===== config.mk =====
export PLATFORM = sky130hd
export DESIGN_NAME = trap_monitor
export DESIGN_NICKNAME = d
export VERILOG_FILES = /design/src/rtl/core_obs_pkg.sv /design/src/rtl/trap_mon_pkg.sv /design/src/rtl/trap_mepc_checker.sv /design/src/rtl/step_retire_checker.sv /design/src/rtl/priv_lvl_checker.sv /design/src/rtl/wb_status_regs.sv /design/src/rtl/trap_monitor.sv
export VERILOG_INCLUDE_DIRS = /design/src /design/src/rtl
export SDC_FILE = /design/constraint.sdc
export NUM_CORES = 1
export LEC_CHECK = 0
export BUFFER_PORTS_ARGS = -buffer_cell sky130_fd_sc_hd__buf_2
export CAP_MARGIN = 20
export CORE_MARGIN = 1.5
export CORE_UTILIZATION = 46
export DETAILED_ROUTE_END_ITERATION = 10
export PLACE_DENSITY = 0.65
export SLEW_MARGIN = 20
export SYNTH_ARGS = -nofsm -noshare
export SYNTH_HDL_FRONTEND = slang
export SYNTH_HIERARCHICAL = 1
export SYNTH_SLANG_ARGS = --single-unit

===== constraint.sdc =====
create_clock -name clk -period 11 [get_ports clk]
set_input_delay 0 -clock clk [delete_from_list [all_inputs] [get_ports clk]]
set_output_delay 0 -clock clk [all_outputs]
set_load 0.01 [all_outputs]

===== src/rtl/trap_mon_cfg.svh =====
//////////////////////////////
// Trap monitor configuration
// Widths, exception cause codes, privilege encodings and the
// register map of the status port
//////////////////////////////

`ifndef TRAP_MON_CFG_SVH
`define TRAP_MON_CFG_SVH

// Datapath widths
`define TM_XLEN              32
`define TM_CAUSE_W           5

// Synchronous exception codes as written to mcause
`define TM_CAUSE_INSTR_FAULT 1
`define TM_CAUSE_ILLEGAL     2
`define TM_CAUSE_EBREAK      3
`define TM_CAUSE_ECALL_M     11
`define TM_CAUSE_INSTR_BUS   24

// Privilege level encodings
`define TM_PRIV_U            0
`define TM_PRIV_M            3

// Word addresses of the Wishbone register map
`define TM_ADR_W             3
`define TM_REG_ERR           0
`define TM_REG_FOUND         1
`define TM_REG_EPC_BASE      2

`endif


===== src/rtl/core_obs_pkg.sv =====
//////////////////////////////
// Core observation types
// Everything the monitor sees of the core: PCs, cause codes,
// privilege levels and the probe buses
//////////////////////////////

`include "trap_mon_cfg.svh"

package core_obs_pkg;

  // A fetch PC, a WB PC or a value headed for mepc
  typedef logic [`TM_XLEN-1:0]    pc_t;
  typedef logic [`TM_CAUSE_W-1:0] cause_t;

  // Only user and machine mode exist on this core
  typedef enum logic [1:0] {
    PRIV_LVL_U = 2'(`TM_PRIV_U),
    PRIV_LVL_M = 2'(`TM_PRIV_M)
  } priv_lvl_e;

  // Instruction sitting in the writeback stage
  typedef struct packed {
    logic instr_valid;
    pc_t  pc;
    logic illegal;
    logic ecall;
    logic ebreak;
    logic bus_err;
    // High when the MPU status of the fetch is anything but OK
    logic mpu_err;
    logic mret;
  } wb_obs_t;

  // Controller FSM outputs and the CSR values it is about to write
  typedef struct packed {
    logic   irq_ack;
    logic   dbg_pending_allowed;
    logic   nmi_sel;
    logic   debug_mode;
    logic   debug_mode_next;
    logic   pc_set_exception;
    logic   csr_save_cause;
    logic   cause_irq;
    cause_t cause_code;
    pc_t    mepc_next;
  } ctrl_obs_t;

  // Privilege state along the pipeline
  typedef struct packed {
    priv_lvl_e priv_if;
    priv_lvl_e priv_if_q;
    priv_lvl_e priv_cur;
    priv_lvl_e mpp;
    logic      mret_id;
    logic      mret_ex;
    logic      mret_wb;
    logic      id_valid;
  } priv_obs_t;

endpackage


===== src/rtl/trap_mon_pkg.sv =====
//////////////////////////////
// Trap monitor types
// Exception classes, flag vectors and the Wishbone port
//////////////////////////////

`include "trap_mon_cfg.svh"

package trap_mon_pkg;

  // Numbering matches the bit position in the found and error vectors
  typedef enum logic [2:0] {
    EXC_ILLEGAL   = 3'd0,
    EXC_ECALL     = 3'd1,
    EXC_EBREAK    = 3'd2,
    EXC_INSTR_BUS = 3'd3,
    EXC_INSTR_MPU = 3'd4
  } exc_class_e;

  typedef logic [4:0] class_vec_t;

  // [4:0] mepc mismatch per class, [5] step retire,
  // [8:6] privilege checks, [9] reserved
  typedef logic [9:0] err_vec_t;

  typedef logic [`TM_ADR_W-1:0] wb_adr_t;
  typedef logic [`TM_XLEN-1:0]  wb_data_t;

  // Master side of a Wishbone classic cycle
  typedef struct packed {
    logic     cyc;
    logic     stb;
    logic     we;
    wb_adr_t  adr;
    wb_data_t dat;
  } wb_req_t;

  typedef struct packed {
    logic     ack;
    wb_data_t dat;
  } wb_rsp_t;

  typedef enum logic {
    REG_IDLE,
    REG_ACK
  } reg_state_e;

endpackage


===== src/rtl/trap_mepc_checker.sv =====
//////////////////////////////
// mepc checker
// Records the PC of the first instruction of each exception
// class in WB and the first mepc saved for that class, then
// flags a mismatch once both are known
//////////////////////////////

`timescale 1ns/100ps

`include "trap_mon_cfg.svh"

module trap_mepc_checker (
  input  logic                         clk,
  input  logic                         rst_ni,
  input  core_obs_pkg::wb_obs_t        wb_obs_i,
  input  core_obs_pkg::ctrl_obs_t      ctrl_obs_i,
  output trap_mon_pkg::class_vec_t     found_o,
  output core_obs_pkg::pc_t [4:0]      exp_pc_o,
  output trap_mon_pkg::class_vec_t     mismatch_o
);
  import core_obs_pkg::*;
  import trap_mon_pkg::*;

  // mcause code of each class, indexed by exc_class_e
  localparam cause_t [4:0] CLASS_CAUSE = {
    cause_t'(`TM_CAUSE_INSTR_FAULT),
    cause_t'(`TM_CAUSE_INSTR_BUS),
    cause_t'(`TM_CAUSE_EBREAK),
    cause_t'(`TM_CAUSE_ECALL_M),
    cause_t'(`TM_CAUSE_ILLEGAL)
  };

  logic       wb_ok;
  logic       no_dbg;
  class_vec_t exp_hit;
  class_vec_t act_hit;
  class_vec_t exp_found_q;
  class_vec_t act_found_q;
  class_vec_t done_q;
  class_vec_t pc_diff;
  class_vec_t mismatch_q;
  pc_t [4:0]  exp_pc_q;
  pc_t [4:0]  act_pc_q;

  // WB instruction is a real trap candidate, not overtaken by an
  // interrupt, a debug request or an NMI
  assign wb_ok  = wb_obs_i.instr_valid && !ctrl_obs_i.irq_ack &&
                  !ctrl_obs_i.dbg_pending_allowed && !ctrl_obs_i.nmi_sel;
  assign no_dbg = !ctrl_obs_i.debug_mode_next;

  // Priority is MPU fault, bus fault, illegal, ECALL, EBREAK
  always_comb begin
    exp_hit = '0;
    exp_hit[EXC_INSTR_MPU] = wb_ok && no_dbg && wb_obs_i.mpu_err;
    exp_hit[EXC_INSTR_BUS] = wb_ok && no_dbg && wb_obs_i.bus_err && !wb_obs_i.mpu_err;
    exp_hit[EXC_ILLEGAL]   = wb_ok && no_dbg && wb_obs_i.illegal &&
                             !(wb_obs_i.bus_err || wb_obs_i.mpu_err);
    exp_hit[EXC_ECALL]     = wb_ok && no_dbg && wb_obs_i.ecall &&
                             !(wb_obs_i.bus_err || wb_obs_i.mpu_err || wb_obs_i.illegal);
    // EBREAK is still expected to trap while debug mode is pending
    exp_hit[EXC_EBREAK]    = wb_ok && wb_obs_i.ebreak &&
                             !(wb_obs_i.bus_err || wb_obs_i.mpu_err ||
                               wb_obs_i.illegal || wb_obs_i.ecall);
  end

  // Interrupt cause saves are ignored on the actual side
  always_comb begin
    for (int c = 0; c < 5; c++) begin
      act_hit[c] = ctrl_obs_i.csr_save_cause && !ctrl_obs_i.cause_irq &&
                   (ctrl_obs_i.cause_code == CLASS_CAUSE[c]);
      pc_diff[c] = exp_pc_q[c] != act_pc_q[c];
    end
  end

  // Only the first occurrence of each class is kept
  always_ff @(posedge clk) begin
    for (int c = 0; c < 5; c++) begin
      if (exp_hit[c] && !exp_found_q[c]) begin
        exp_pc_q[c] <= wb_obs_i.pc;
      end
      if (act_hit[c] && !act_found_q[c]) begin
        act_pc_q[c] <= ctrl_obs_i.mepc_next;
      end
    end
  end

  // The compare fires once, on the edge after both sides are found
  always_ff @(posedge clk or negedge rst_ni) begin
    if (!rst_ni) begin
      exp_found_q <= '0;
      act_found_q <= '0;
      done_q      <= '0;
      mismatch_q  <= '0;
    end else begin
      exp_found_q <= exp_found_q | exp_hit;
      act_found_q <= act_found_q | act_hit;
      done_q      <= exp_found_q & act_found_q;
      mismatch_q  <= exp_found_q & act_found_q & ~done_q & pc_diff;
    end
  end

  assign found_o    = exp_found_q;
  assign exp_pc_o   = exp_pc_q;
  assign mismatch_o = mismatch_q;

endmodule


===== src/rtl/step_retire_checker.sv =====
//////////////////////////////
// Single-step retire checker
// Flags a second retirement while single stepping before the
// core has gone back into debug mode
//////////////////////////////

`timescale 1ns/100ps

module step_retire_checker (
  input  logic clk,
  input  logic rst_ni,
  input  logic wb_valid_i,
  input  logic dcsr_step_i,
  input  logic debug_mode_i,
  output logic step_err_o
);

  logic armed_q;
  logic step_err_q;
  logic step_err_d;

  // A retirement is fine once the core sits in debug mode with step set,
  // anything else after the first stepped instruction is a violation
  assign step_err_d = wb_valid_i && armed_q && !(debug_mode_i && dcsr_step_i);

  // Armed by a stepped retirement, disarmed by entry into debug mode
  always_ff @(posedge clk or negedge rst_ni) begin
    if (!rst_ni) begin
      armed_q <= 1'b0;
    end else if (debug_mode_i) begin
      armed_q <= 1'b0;
    end else if (wb_valid_i && dcsr_step_i) begin
      armed_q <= 1'b1;
    end
  end

  // Flag comes one cycle after the offending retirement
  always_ff @(posedge clk or negedge rst_ni) begin
    if (!rst_ni) begin
      step_err_q <= 1'b0;
    end else begin
      step_err_q <= step_err_d;
    end
  end

  assign step_err_o = step_err_q;

endmodule


===== src/rtl/priv_lvl_checker.sv =====
//////////////////////////////
// Privilege level checker
// Consistency of the IF privilege with the current privilege,
// entry into user mode and trapping into machine mode
//////////////////////////////

`timescale 1ns/100ps

module priv_lvl_checker (
  input  logic                    clk,
  input  logic                    rst_ni,
  input  core_obs_pkg::priv_obs_t priv_obs_i,
  input  logic                    debug_mode_i,
  input  logic                    pc_set_exception_i,
  output logic [2:0]              priv_err_o
);
  import core_obs_pkg::*;

  priv_lvl_e  priv_if_prev_q;
  logic       mret_in_pipe;
  logic       mret_to_user;
  logic [2:0] err_d;
  logic [2:0] err_q;

  // An MRET in ID already moves the IF privilege while the current
  // privilege only follows when it retires
  assign mret_in_pipe = priv_obs_i.mret_id || priv_obs_i.mret_ex || priv_obs_i.mret_wb;
  assign mret_to_user = priv_obs_i.mret_id && priv_obs_i.id_valid &&
                        (priv_obs_i.mpp == PRIV_LVL_U);

  always_comb begin
    err_d[0] = (priv_obs_i.priv_if_q != priv_obs_i.priv_cur) && !mret_in_pipe;
    // Dropping to user mode needs an MRET with mpp set to user
    err_d[1] = (priv_obs_i.priv_if != priv_if_prev_q) &&
               (priv_obs_i.priv_if == PRIV_LVL_U) && !mret_to_user;
    // Exceptions outside debug mode must fetch the handler in machine mode
    err_d[2] = pc_set_exception_i && !debug_mode_i && (priv_obs_i.priv_if != PRIV_LVL_M);
  end

  // The core leaves reset in machine mode
  always_ff @(posedge clk or negedge rst_ni) begin
    if (!rst_ni) begin
      priv_if_prev_q <= PRIV_LVL_M;
      err_q          <= '0;
    end else begin
      priv_if_prev_q <= priv_obs_i.priv_if;
      err_q          <= err_d;
    end
  end

  assign priv_err_o = err_q;

endmodule


===== src/rtl/wb_status_regs.sv =====
//////////////////////////////
// Status register slave
// Wishbone classic port with the sticky error register, the
// found vector and the expected mepc of each class
//////////////////////////////

`timescale 1ns/100ps

`include "trap_mon_cfg.svh"

module wb_status_regs (
  input  logic                     clk,
  input  logic                     rst_ni,
  input  trap_mon_pkg::wb_req_t    wb_req_i,
  output trap_mon_pkg::wb_rsp_t    wb_rsp_o,
  input  trap_mon_pkg::err_vec_t   flags_i,
  input  trap_mon_pkg::class_vec_t found_i,
  input  core_obs_pkg::pc_t [4:0]  exp_pc_i,
  output logic                     err_o
);
  import trap_mon_pkg::*;

  reg_state_e state_q;
  logic       ack_q;
  logic       access;
  wb_data_t   rd_data;
  wb_data_t   rd_data_q;
  wb_adr_t    epc_idx;
  err_vec_t   err_q;
  err_vec_t   err_clr;
  err_vec_t   err_d;

  // A new cycle is only taken from idle
  assign access  = (state_q == REG_IDLE) && wb_req_i.cyc && wb_req_i.stb;
  assign epc_idx = wb_req_i.adr - wb_adr_t'(`TM_REG_EPC_BASE);

  // Read mux, a PC of a class not yet found reads as zero
  always_comb begin
    rd_data = '0;
    if (wb_req_i.adr == wb_adr_t'(`TM_REG_ERR)) begin
      rd_data = wb_data_t'(err_q);
    end else if (wb_req_i.adr == wb_adr_t'(`TM_REG_FOUND)) begin
      rd_data = wb_data_t'(found_i);
    end else if ((wb_req_i.adr >= wb_adr_t'(`TM_REG_EPC_BASE)) && (epc_idx < 3'd5)) begin
      if (found_i[epc_idx]) begin
        rd_data = exp_pc_i[epc_idx];
      end
    end
  end

  //////////////////////////////
  // Sticky error register
  //////////////////////////////

  // Write one to clear, a flag raised in the same cycle wins
  assign err_clr = (access && wb_req_i.we && (wb_req_i.adr == wb_adr_t'(`TM_REG_ERR))) ?
                   wb_req_i.dat[9:0] : '0;

  always_comb begin
    err_d    = (err_q & ~err_clr) | flags_i;
    err_d[9] = 1'b0;
  end

  always_ff @(posedge clk or negedge rst_ni) begin
    if (!rst_ni) begin
      err_q <= '0;
    end else begin
      err_q <= err_d;
    end
  end

  //////////////////////////////
  // Handshake
  //////////////////////////////

  // Ack for one cycle, then hold off until the master drops stb
  always_ff @(posedge clk or negedge rst_ni) begin
    if (!rst_ni) begin
      state_q <= REG_IDLE;
      ack_q   <= 1'b0;
    end else begin
      ack_q <= access;
      if (access) begin
        state_q <= REG_ACK;
      end else if ((state_q == REG_ACK) && !wb_req_i.stb) begin
        state_q <= REG_IDLE;
      end
    end
  end

  always_ff @(posedge clk) begin
    if (access) begin
      rd_data_q <= rd_data;
    end
  end

  assign wb_rsp_o.ack = ack_q;
  assign wb_rsp_o.dat = rd_data_q;
  assign err_o        = |err_q;

endmodule


===== src/rtl/trap_monitor.sv =====
//////////////////////////////
// Trap and privilege monitor
// Runs the mepc, single-step and privilege checks beside the
// core and reports them through a Wishbone status port
//////////////////////////////

`timescale 1ns/100ps

module trap_monitor (
  input  logic                    clk,
  input  logic                    rst_ni,
  input  core_obs_pkg::wb_obs_t   wb_obs_i,
  input  core_obs_pkg::ctrl_obs_t ctrl_obs_i,
  input  core_obs_pkg::priv_obs_t priv_obs_i,
  input  logic                    dcsr_step_i,
  input  logic                    wb_valid_i,
  input  trap_mon_pkg::wb_req_t   wb_req_i,
  output trap_mon_pkg::wb_rsp_t   wb_rsp_o,
  output logic                    err_o
);
  import core_obs_pkg::*;
  import trap_mon_pkg::*;

  class_vec_t found;
  class_vec_t mismatch;
  pc_t [4:0]  exp_pc;
  logic       step_err;
  logic [2:0] priv_err;
  err_vec_t   flags;

  trap_mepc_checker u_mepc (
    .clk        (clk),
    .rst_ni     (rst_ni),
    .wb_obs_i   (wb_obs_i),
    .ctrl_obs_i (ctrl_obs_i),
    .found_o    (found),
    .exp_pc_o   (exp_pc),
    .mismatch_o (mismatch)
  );

  step_retire_checker u_step (
    .clk          (clk),
    .rst_ni       (rst_ni),
    .wb_valid_i   (wb_valid_i),
    .dcsr_step_i  (dcsr_step_i),
    .debug_mode_i (ctrl_obs_i.debug_mode),
    .step_err_o   (step_err)
  );

  priv_lvl_checker u_priv (
    .clk                (clk),
    .rst_ni             (rst_ni),
    .priv_obs_i         (priv_obs_i),
    .debug_mode_i       (ctrl_obs_i.debug_mode),
    .pc_set_exception_i (ctrl_obs_i.pc_set_exception),
    .priv_err_o         (priv_err)
  );

  // Reserved bit on top, then privilege, step and per-class mepc flags
  assign flags = {1'b0, priv_err, step_err, mismatch};

  wb_status_regs u_regs (
    .clk      (clk),
    .rst_ni   (rst_ni),
    .wb_req_i (wb_req_i),
    .wb_rsp_o (wb_rsp_o),
    .flags_i  (flags),
    .found_i  (found),
    .exp_pc_i (exp_pc),
    .err_o    (err_o)
  );

endmodule


==> impl_metrics.ini, run 1 <==
[worst_setup_path]
critPathKind = primary input to register
path_buf_inv = 5
required_ns = 11.35
crit_arrival_ns = 3.85
path_cells = buf_2, buf_4, inv_1, ha_1, buf_4, inv_2, a221oi_4, nand3b_4, o21ai_0
crit_top_cell = buf_4
start_kind = primary input
cp_max_fo = 42
path_delay_family = buffers and inverters
slowest_delay_ns = 0.93
worst_setup_path_end_kind = register
critPathSlowestCell = ha_1

[pwr]
power.leakage_uw = 0.00656
power.density_nw_per_um2 = 166
ir_drop_uv = 85.3

[sta]
period_share = 0.318
tightestPinTransition_ns = 1.10
max_clock_freq_mhz = 286
rsz0062_at_grt = no
setup_viol = 0
finalCriticalPeriod_ns = 3.50
final.setup_skew_ns = 0.0130
slew_headroom = 0.269
totalNegativeSetupSlack_ns = 0
drv_slew = 0
hold_violations = 0

[routing]
antenna_left = 0
drc = 0
viasPerCell = 5.39
vias = 8903
first_pass_iters = 5
wire_per_inst_um = 23.3
first_iter_violations = 805
drt-total-wl_um = 38600

[floorplan]
ioPinCount = 172
rows = 67
core_area_sq_um = 33400
initial_core_util = 0.465
fp.dieH_um = 187
die_area_sq_um = 34800
die_w_um = 187

[clock_tree]
ctsLongestPathBuffers = 3
h-tree-depth = 2
clkTransAtPathRegs_ns = 0.06
cts_tree = done
clock_sinks = 390
numCtsBuffers = 40
clk_latency_ns = 0.53
ctsResizeCount = 0
root_buffer = clkbuf_16

[placed_design]
place_area_sq_um = 16800
finalWeightedCongestion = 0.802
hpwl_um = 23300
place_inst = 1474
portBuffers = 147

[finish]
drive_gt1_frac = 0.226
num_antenna_cells = 0
postLayoutCellArea_sq_um = 19100
nFillCells = 2620
multiInputGateArea_sq_um = 3840
final_util = 0.574
area_growth_pct = 23.5
nets = 1315
finalNonFillerCells = 1652
seq_area_sq_um = 11500

[min_path]
hp-class = primary input to register

[global_route]
grt_max_degree = 49
antenna_found_initial = 0
grt_pass1_wl_um = 56900
grt_pass1_vias = 9145
gr-total-overflow = 0
grtUsageTotal = 0.222

[synth]
netlist_area_sq_um = 15500
syn_nets = 1029
syn_inst = 887
synth.avg_cell_area_sq_um = 17.5
yosys_warnings = 6

[status]
status = finished clean

[run]
cap_viol_max_count = 0
sequential cells by signal, indices dropped and copies added, names as in the netlist:
name	flops
u_mepc/act_pc_q	160
u_mepc/exp_pc_o	160
u_regs/rd_data_q	32
u_regs/err_q	9
u_mepc/act_found_q	5
u_mepc/done_q	5
u_mepc/found_o	5
u_mepc/mismatch_o	5
u_priv/priv_err_o	3
u_priv/priv_if_prev_q	2
u_regs/ack_q	1
u_regs/state_q	1
u_step/armed_q	1
u_step/step_err_o	1
cells in the final DEF, fill, tap and decap left out, types with 12 or more instances in the layout:
| cell | n |
|---|---|
| nor4_1 | 12 |
| mux2i_1 | 15 |
| xnor2_1 | 162 |
| o21ai_0 | 13 |
| nand4_1 | 42 |
| buf_4 | 15 |
| dfrtp_1 | 36 |
| clkbuf_16 | 41 |
| mux4_2 | 23 |
| nand2_1 | 32 |
| a22oi_1 | 23 |
| inv_1 | 12 |
| buf_2 | 146 |
| dlygate4sd3_1 | 105 |
| nor2_1 | 39 |
| edfxtp_1 | 352 |
tightest hold or removal path: stages:
cell	delay, ns
buf_2	0.10
and3_1	0.22
nand2_1	0.10
a21o_1	0.10
per-stage QoR:
step                hold slack (ns)  setup slack [ns]  power (uW)
finish                       0.0319              7.50        3170
global route                 0.0478              7.36        3270
CTS                          0.0233              7.54        3190
detailed placement            0.131              7.02        1850
global placement              0.126              7.05        1850
floorplan                    -0.296              6.79        1770
final timing paths:
check / end / start / slack, ns / depth (start not counted)
min in group asynchronous: u_step/armed_q$_DFFE_PN0P_ / rst_ni / 0.14 / 2
min reg2reg: u_mepc/mismatch_o[3]$_DFF_PN0_ / u_mepc/done_q[3]$_DFF_PN0_ / 0.41 / 1
min: u_regs/err_q[7]$_DFF_PN0_ / wb_req_i[35] / 0.03 / 4
max: u_regs/rd_data_q[7]$_DFFE_PN_ / wb_req_i[33] / 7.50 / 9
max in group asynchronous: u_mepc/mismatch_o[3]$_DFF_PN0_ / rst_ni / 10.34 / 2
max reg2reg: u_regs/err_q[2]$_DFF_PN0_ / u_regs/state_q$_DFFE_PN0P_ / 8.77 / 4
what timing repair did:
item,CTS,global route
hold endpoints to repair,384,0
hold buffers,105,0
buffers inserted,0,0
cell type report:
cell class / instances / area share
Clock inverter: 24 / 0.0116
Timing Repair Buffer: 266 / 0.0989
Multi-Input combinational cell: 462 / 0.201
Inverter: 13 / 0.00255
Tap cell: 448 / 0.0293
Clock buffer: 49 / 0.0552
Sequential cell: 390 / 0.602
per-layer routing:
layer | GRT usage | vias up | share of wire
met5 | 0 | - | 0
met4 | 0.0623 | 0 | 0.022
met3 | 0.0367 | 46 | 0.074
met2 | 0.365 | 391 | 0.48
met1 | 0.309 | 4482 | 0.43
li1 | - | 3984 | -
report_power, final:
group	switching, uW	leakage [uW]	total (uW)	internal (uW)
combinational	95.5	0.00227	178	82.4
clock	543	0.000633	1320	779
sequential	25.4	0.00366	1670	1650
No activity file was read; power rests on OpenSTA's default activity.
==> run 2, diff against run 1 <==
--- a/config.mk
+++ b/config.mk
@@ -11,7 +11,7 @@
 export CORE_MARGIN = 1.5
 export CORE_UTILIZATION = 46
 export DETAILED_ROUTE_END_ITERATION = 10
-export PLACE_DENSITY = 0.65
+export PLACE_DENSITY = 0.68
 export SLEW_MARGIN = 20
 export SYNTH_ARGS = -nofsm -noshare
 export SYNTH_HDL_FRONTEND = slang
==> constraint.sdc (replaced) <==
create_clock -name clk -period 2.9 [get_ports clk]
set_input_delay 0 -clock clk [delete_from_list [all_inputs] [get_ports clk]]
set_output_delay 0 -clock clk [all_outputs]
set_load 0.01 [all_outputs]
==> impl_metrics.ini, run 2 (synthesized netlist as in run 1, its figures left out) <==
[global_route]
antenna_found_initial = 0
gr-total-overflow = 0
grt-busiest-layer = met2
met1_usage = 0.302
grtUsageTotal = 0.220
use_met2 = 0.363
grt_max_degree = 39
grt_pass1_wl_um = 56700
met3_usage = 0.0369
grt_pass1_vias = 9320

[worst_setup_path]
required_ns = 3.06
cp_max_fo = 27
worst_setup_path_end_kind = register
start_kind = primary input
critPathKind = primary input to register
crit_arrival_ns = 2.58

[routing]
viasPerCell = 5.38
first_iter_violations = 939
first_pass_iters = 5
vias = 8907
antenna_left = 0
wire_per_inst_um = 23.1
drc = 0
drt-total-wl_um = 38300

[clock_tree]
cts_tree = done
ctsResizeCount = 0
h-tree-depth = 2
ctsLongestPathBuffers = 3
clock_sinks = 390
numCtsBuffers = 41
clk_latency_ns = 0.53
root_buffer = clkbuf_16
clkTransAtPathRegs_ns = 0.06

[finish]
drive_gt1_frac = 0.225
layout_common_cells = edfxtp_1 (352), xnor2_1 (162), buf_2 (146)
area_growth_pct = 23.8
num_antenna_cells = 0
finalNonFillerCells = 1657
nets = 1322
final_common_cell = edfxtp_1

[pwr]
power.density_nw_per_um2 = 617
total_power_uw = 11800
ir_drop_uv = 460
power.leakage_uw = 0.00657

[sta]
rsz0062_at_grt = no
hold_violations = 0
slew_headroom = 0.417
tightestPinTransition_ns = 0.874
setup_viol = 0
final.setup_skew_ns = 0.0199
drv_slew = 0
period_share = 0.835
totalNegativeSetupSlack_ns = 0
max_clock_freq_mhz = 413
fin_hold_ws_ns = 0.0232
finalCriticalPeriod_ns = 2.42

[min_path]
hp-class = primary input to register

[floorplan]
fp.dieH_um = 187
rows = 67
core_area_sq_um = 33400
ioPinCount = 172
die_area_sq_um = 34800
die_w_um = 187
initial_core_util = 0.465

[placed_design]
place_inst = 1481
hpwl_um = 24300
finalWeightedCongestion = 0.809
portBuffers = 147

[status]
status = finished clean

[run]
cap_viol_max_count = 0
run 2: cell types whose count changed in the layout (fill, tap and decap cells not counted), sizes merged:
cell	previous run	this run
clkbuf	49	56
clkinvlp	1	2
inv	15	14
bufinv	4	1
clkinv	17	12
dlygate4sd3	105	104
buf	161	168
run 2: where the power goes:
part | switching (uW) | internal [uW] | total (uW)
clock network | 2020 | 2800 | 4820
logic | 365 | 317 | 682
registers | 98.4 | 6240 | 6340
run 2: cell type report:
| class | count | area, sq um |
|---|---|---|
| Fill cell | 2604 | 14200 |
| Tap cell | 448 | 561 |
| Timing Repair Buffer | 272 | 1970 |
| Inverter | 13 | 48.8 |
| Clock buffer | 56 | 1120 |
| Multi-Input combinational cell | 462 | 3850 |
| Sequential cell | 390 | 11500 |
| Clock inverter | 16 | 109 |
run 2: worst paths after layout:
kind | from | endpoint | slack [ns] | cells after the start
max reg2reg | u_mepc/found_o[0]$_DFF_PN0_ | u_regs/rd_data_q[5]$_DFFE_PN_ | 0.91 | 4
max in group asynchronous | rst_ni | u_mepc/done_q[3]$_DFF_PN0_ | 2.21 | 2
min | wb_req_i[34] | u_regs/rd_data_q[6]$_DFFE_PN_ | 0.02 | 4
min in group asynchronous | rst_ni | u_regs/err_q[3]$_DFF_PN0_ | 0.13 | 2
min reg2reg | u_mepc/done_q[3]$_DFF_PN0_ | u_mepc/mismatch_o[3]$_DFF_PN0_ | 0.40 | 1
max | ctrl_obs_i[37] | u_mepc/act_pc_q[114]$_DFFE_PP_ | 0.48 | 7
run 2: metal layers:
| metal | wire, um | part of all wire |
|---|---|---|
| met1 | 16400 | 0.43 |
| met2 | 18400 | 0.48 |
| met3 | 2510 | 0.065 |
| met4 | 1060 | 0.028 |
| met5 | 0 | 0 |
run 2: timing repair:
item,4_1_cts,5_1_grt
hold buffers,104,0
setup buffers,0,0
endpoints found under the hold margin,382,0
run 2: through the flow:
| step | worst slack (ns) | cell area (sq um) | util |
|---|---|---|---|
| 3_3_place_gp | 0.654 | 16900 | 0.507 |
| 3_5_place_dp | 0.571 | 16900 | 0.507 |
| 6_report | 0.478 | 19200 | 0.575 |
| 2_1_floorplan | 0.0290 | 15500 | - |
| 4_1_cts | 0.547 | 19200 | 0.575 |
| 5_1_grt | 0.418 | 19200 | 0.575 |
run 2: worst max-delay path, stage by stage:
cell	delay (ns)
dlygate4sd3_1	0.56
buf_2	0.13
nor3b_1	0.24
dlygate4sd3_1	0.59
nand4_1	0.25
nor2_4	0.31
buf_4	0.48
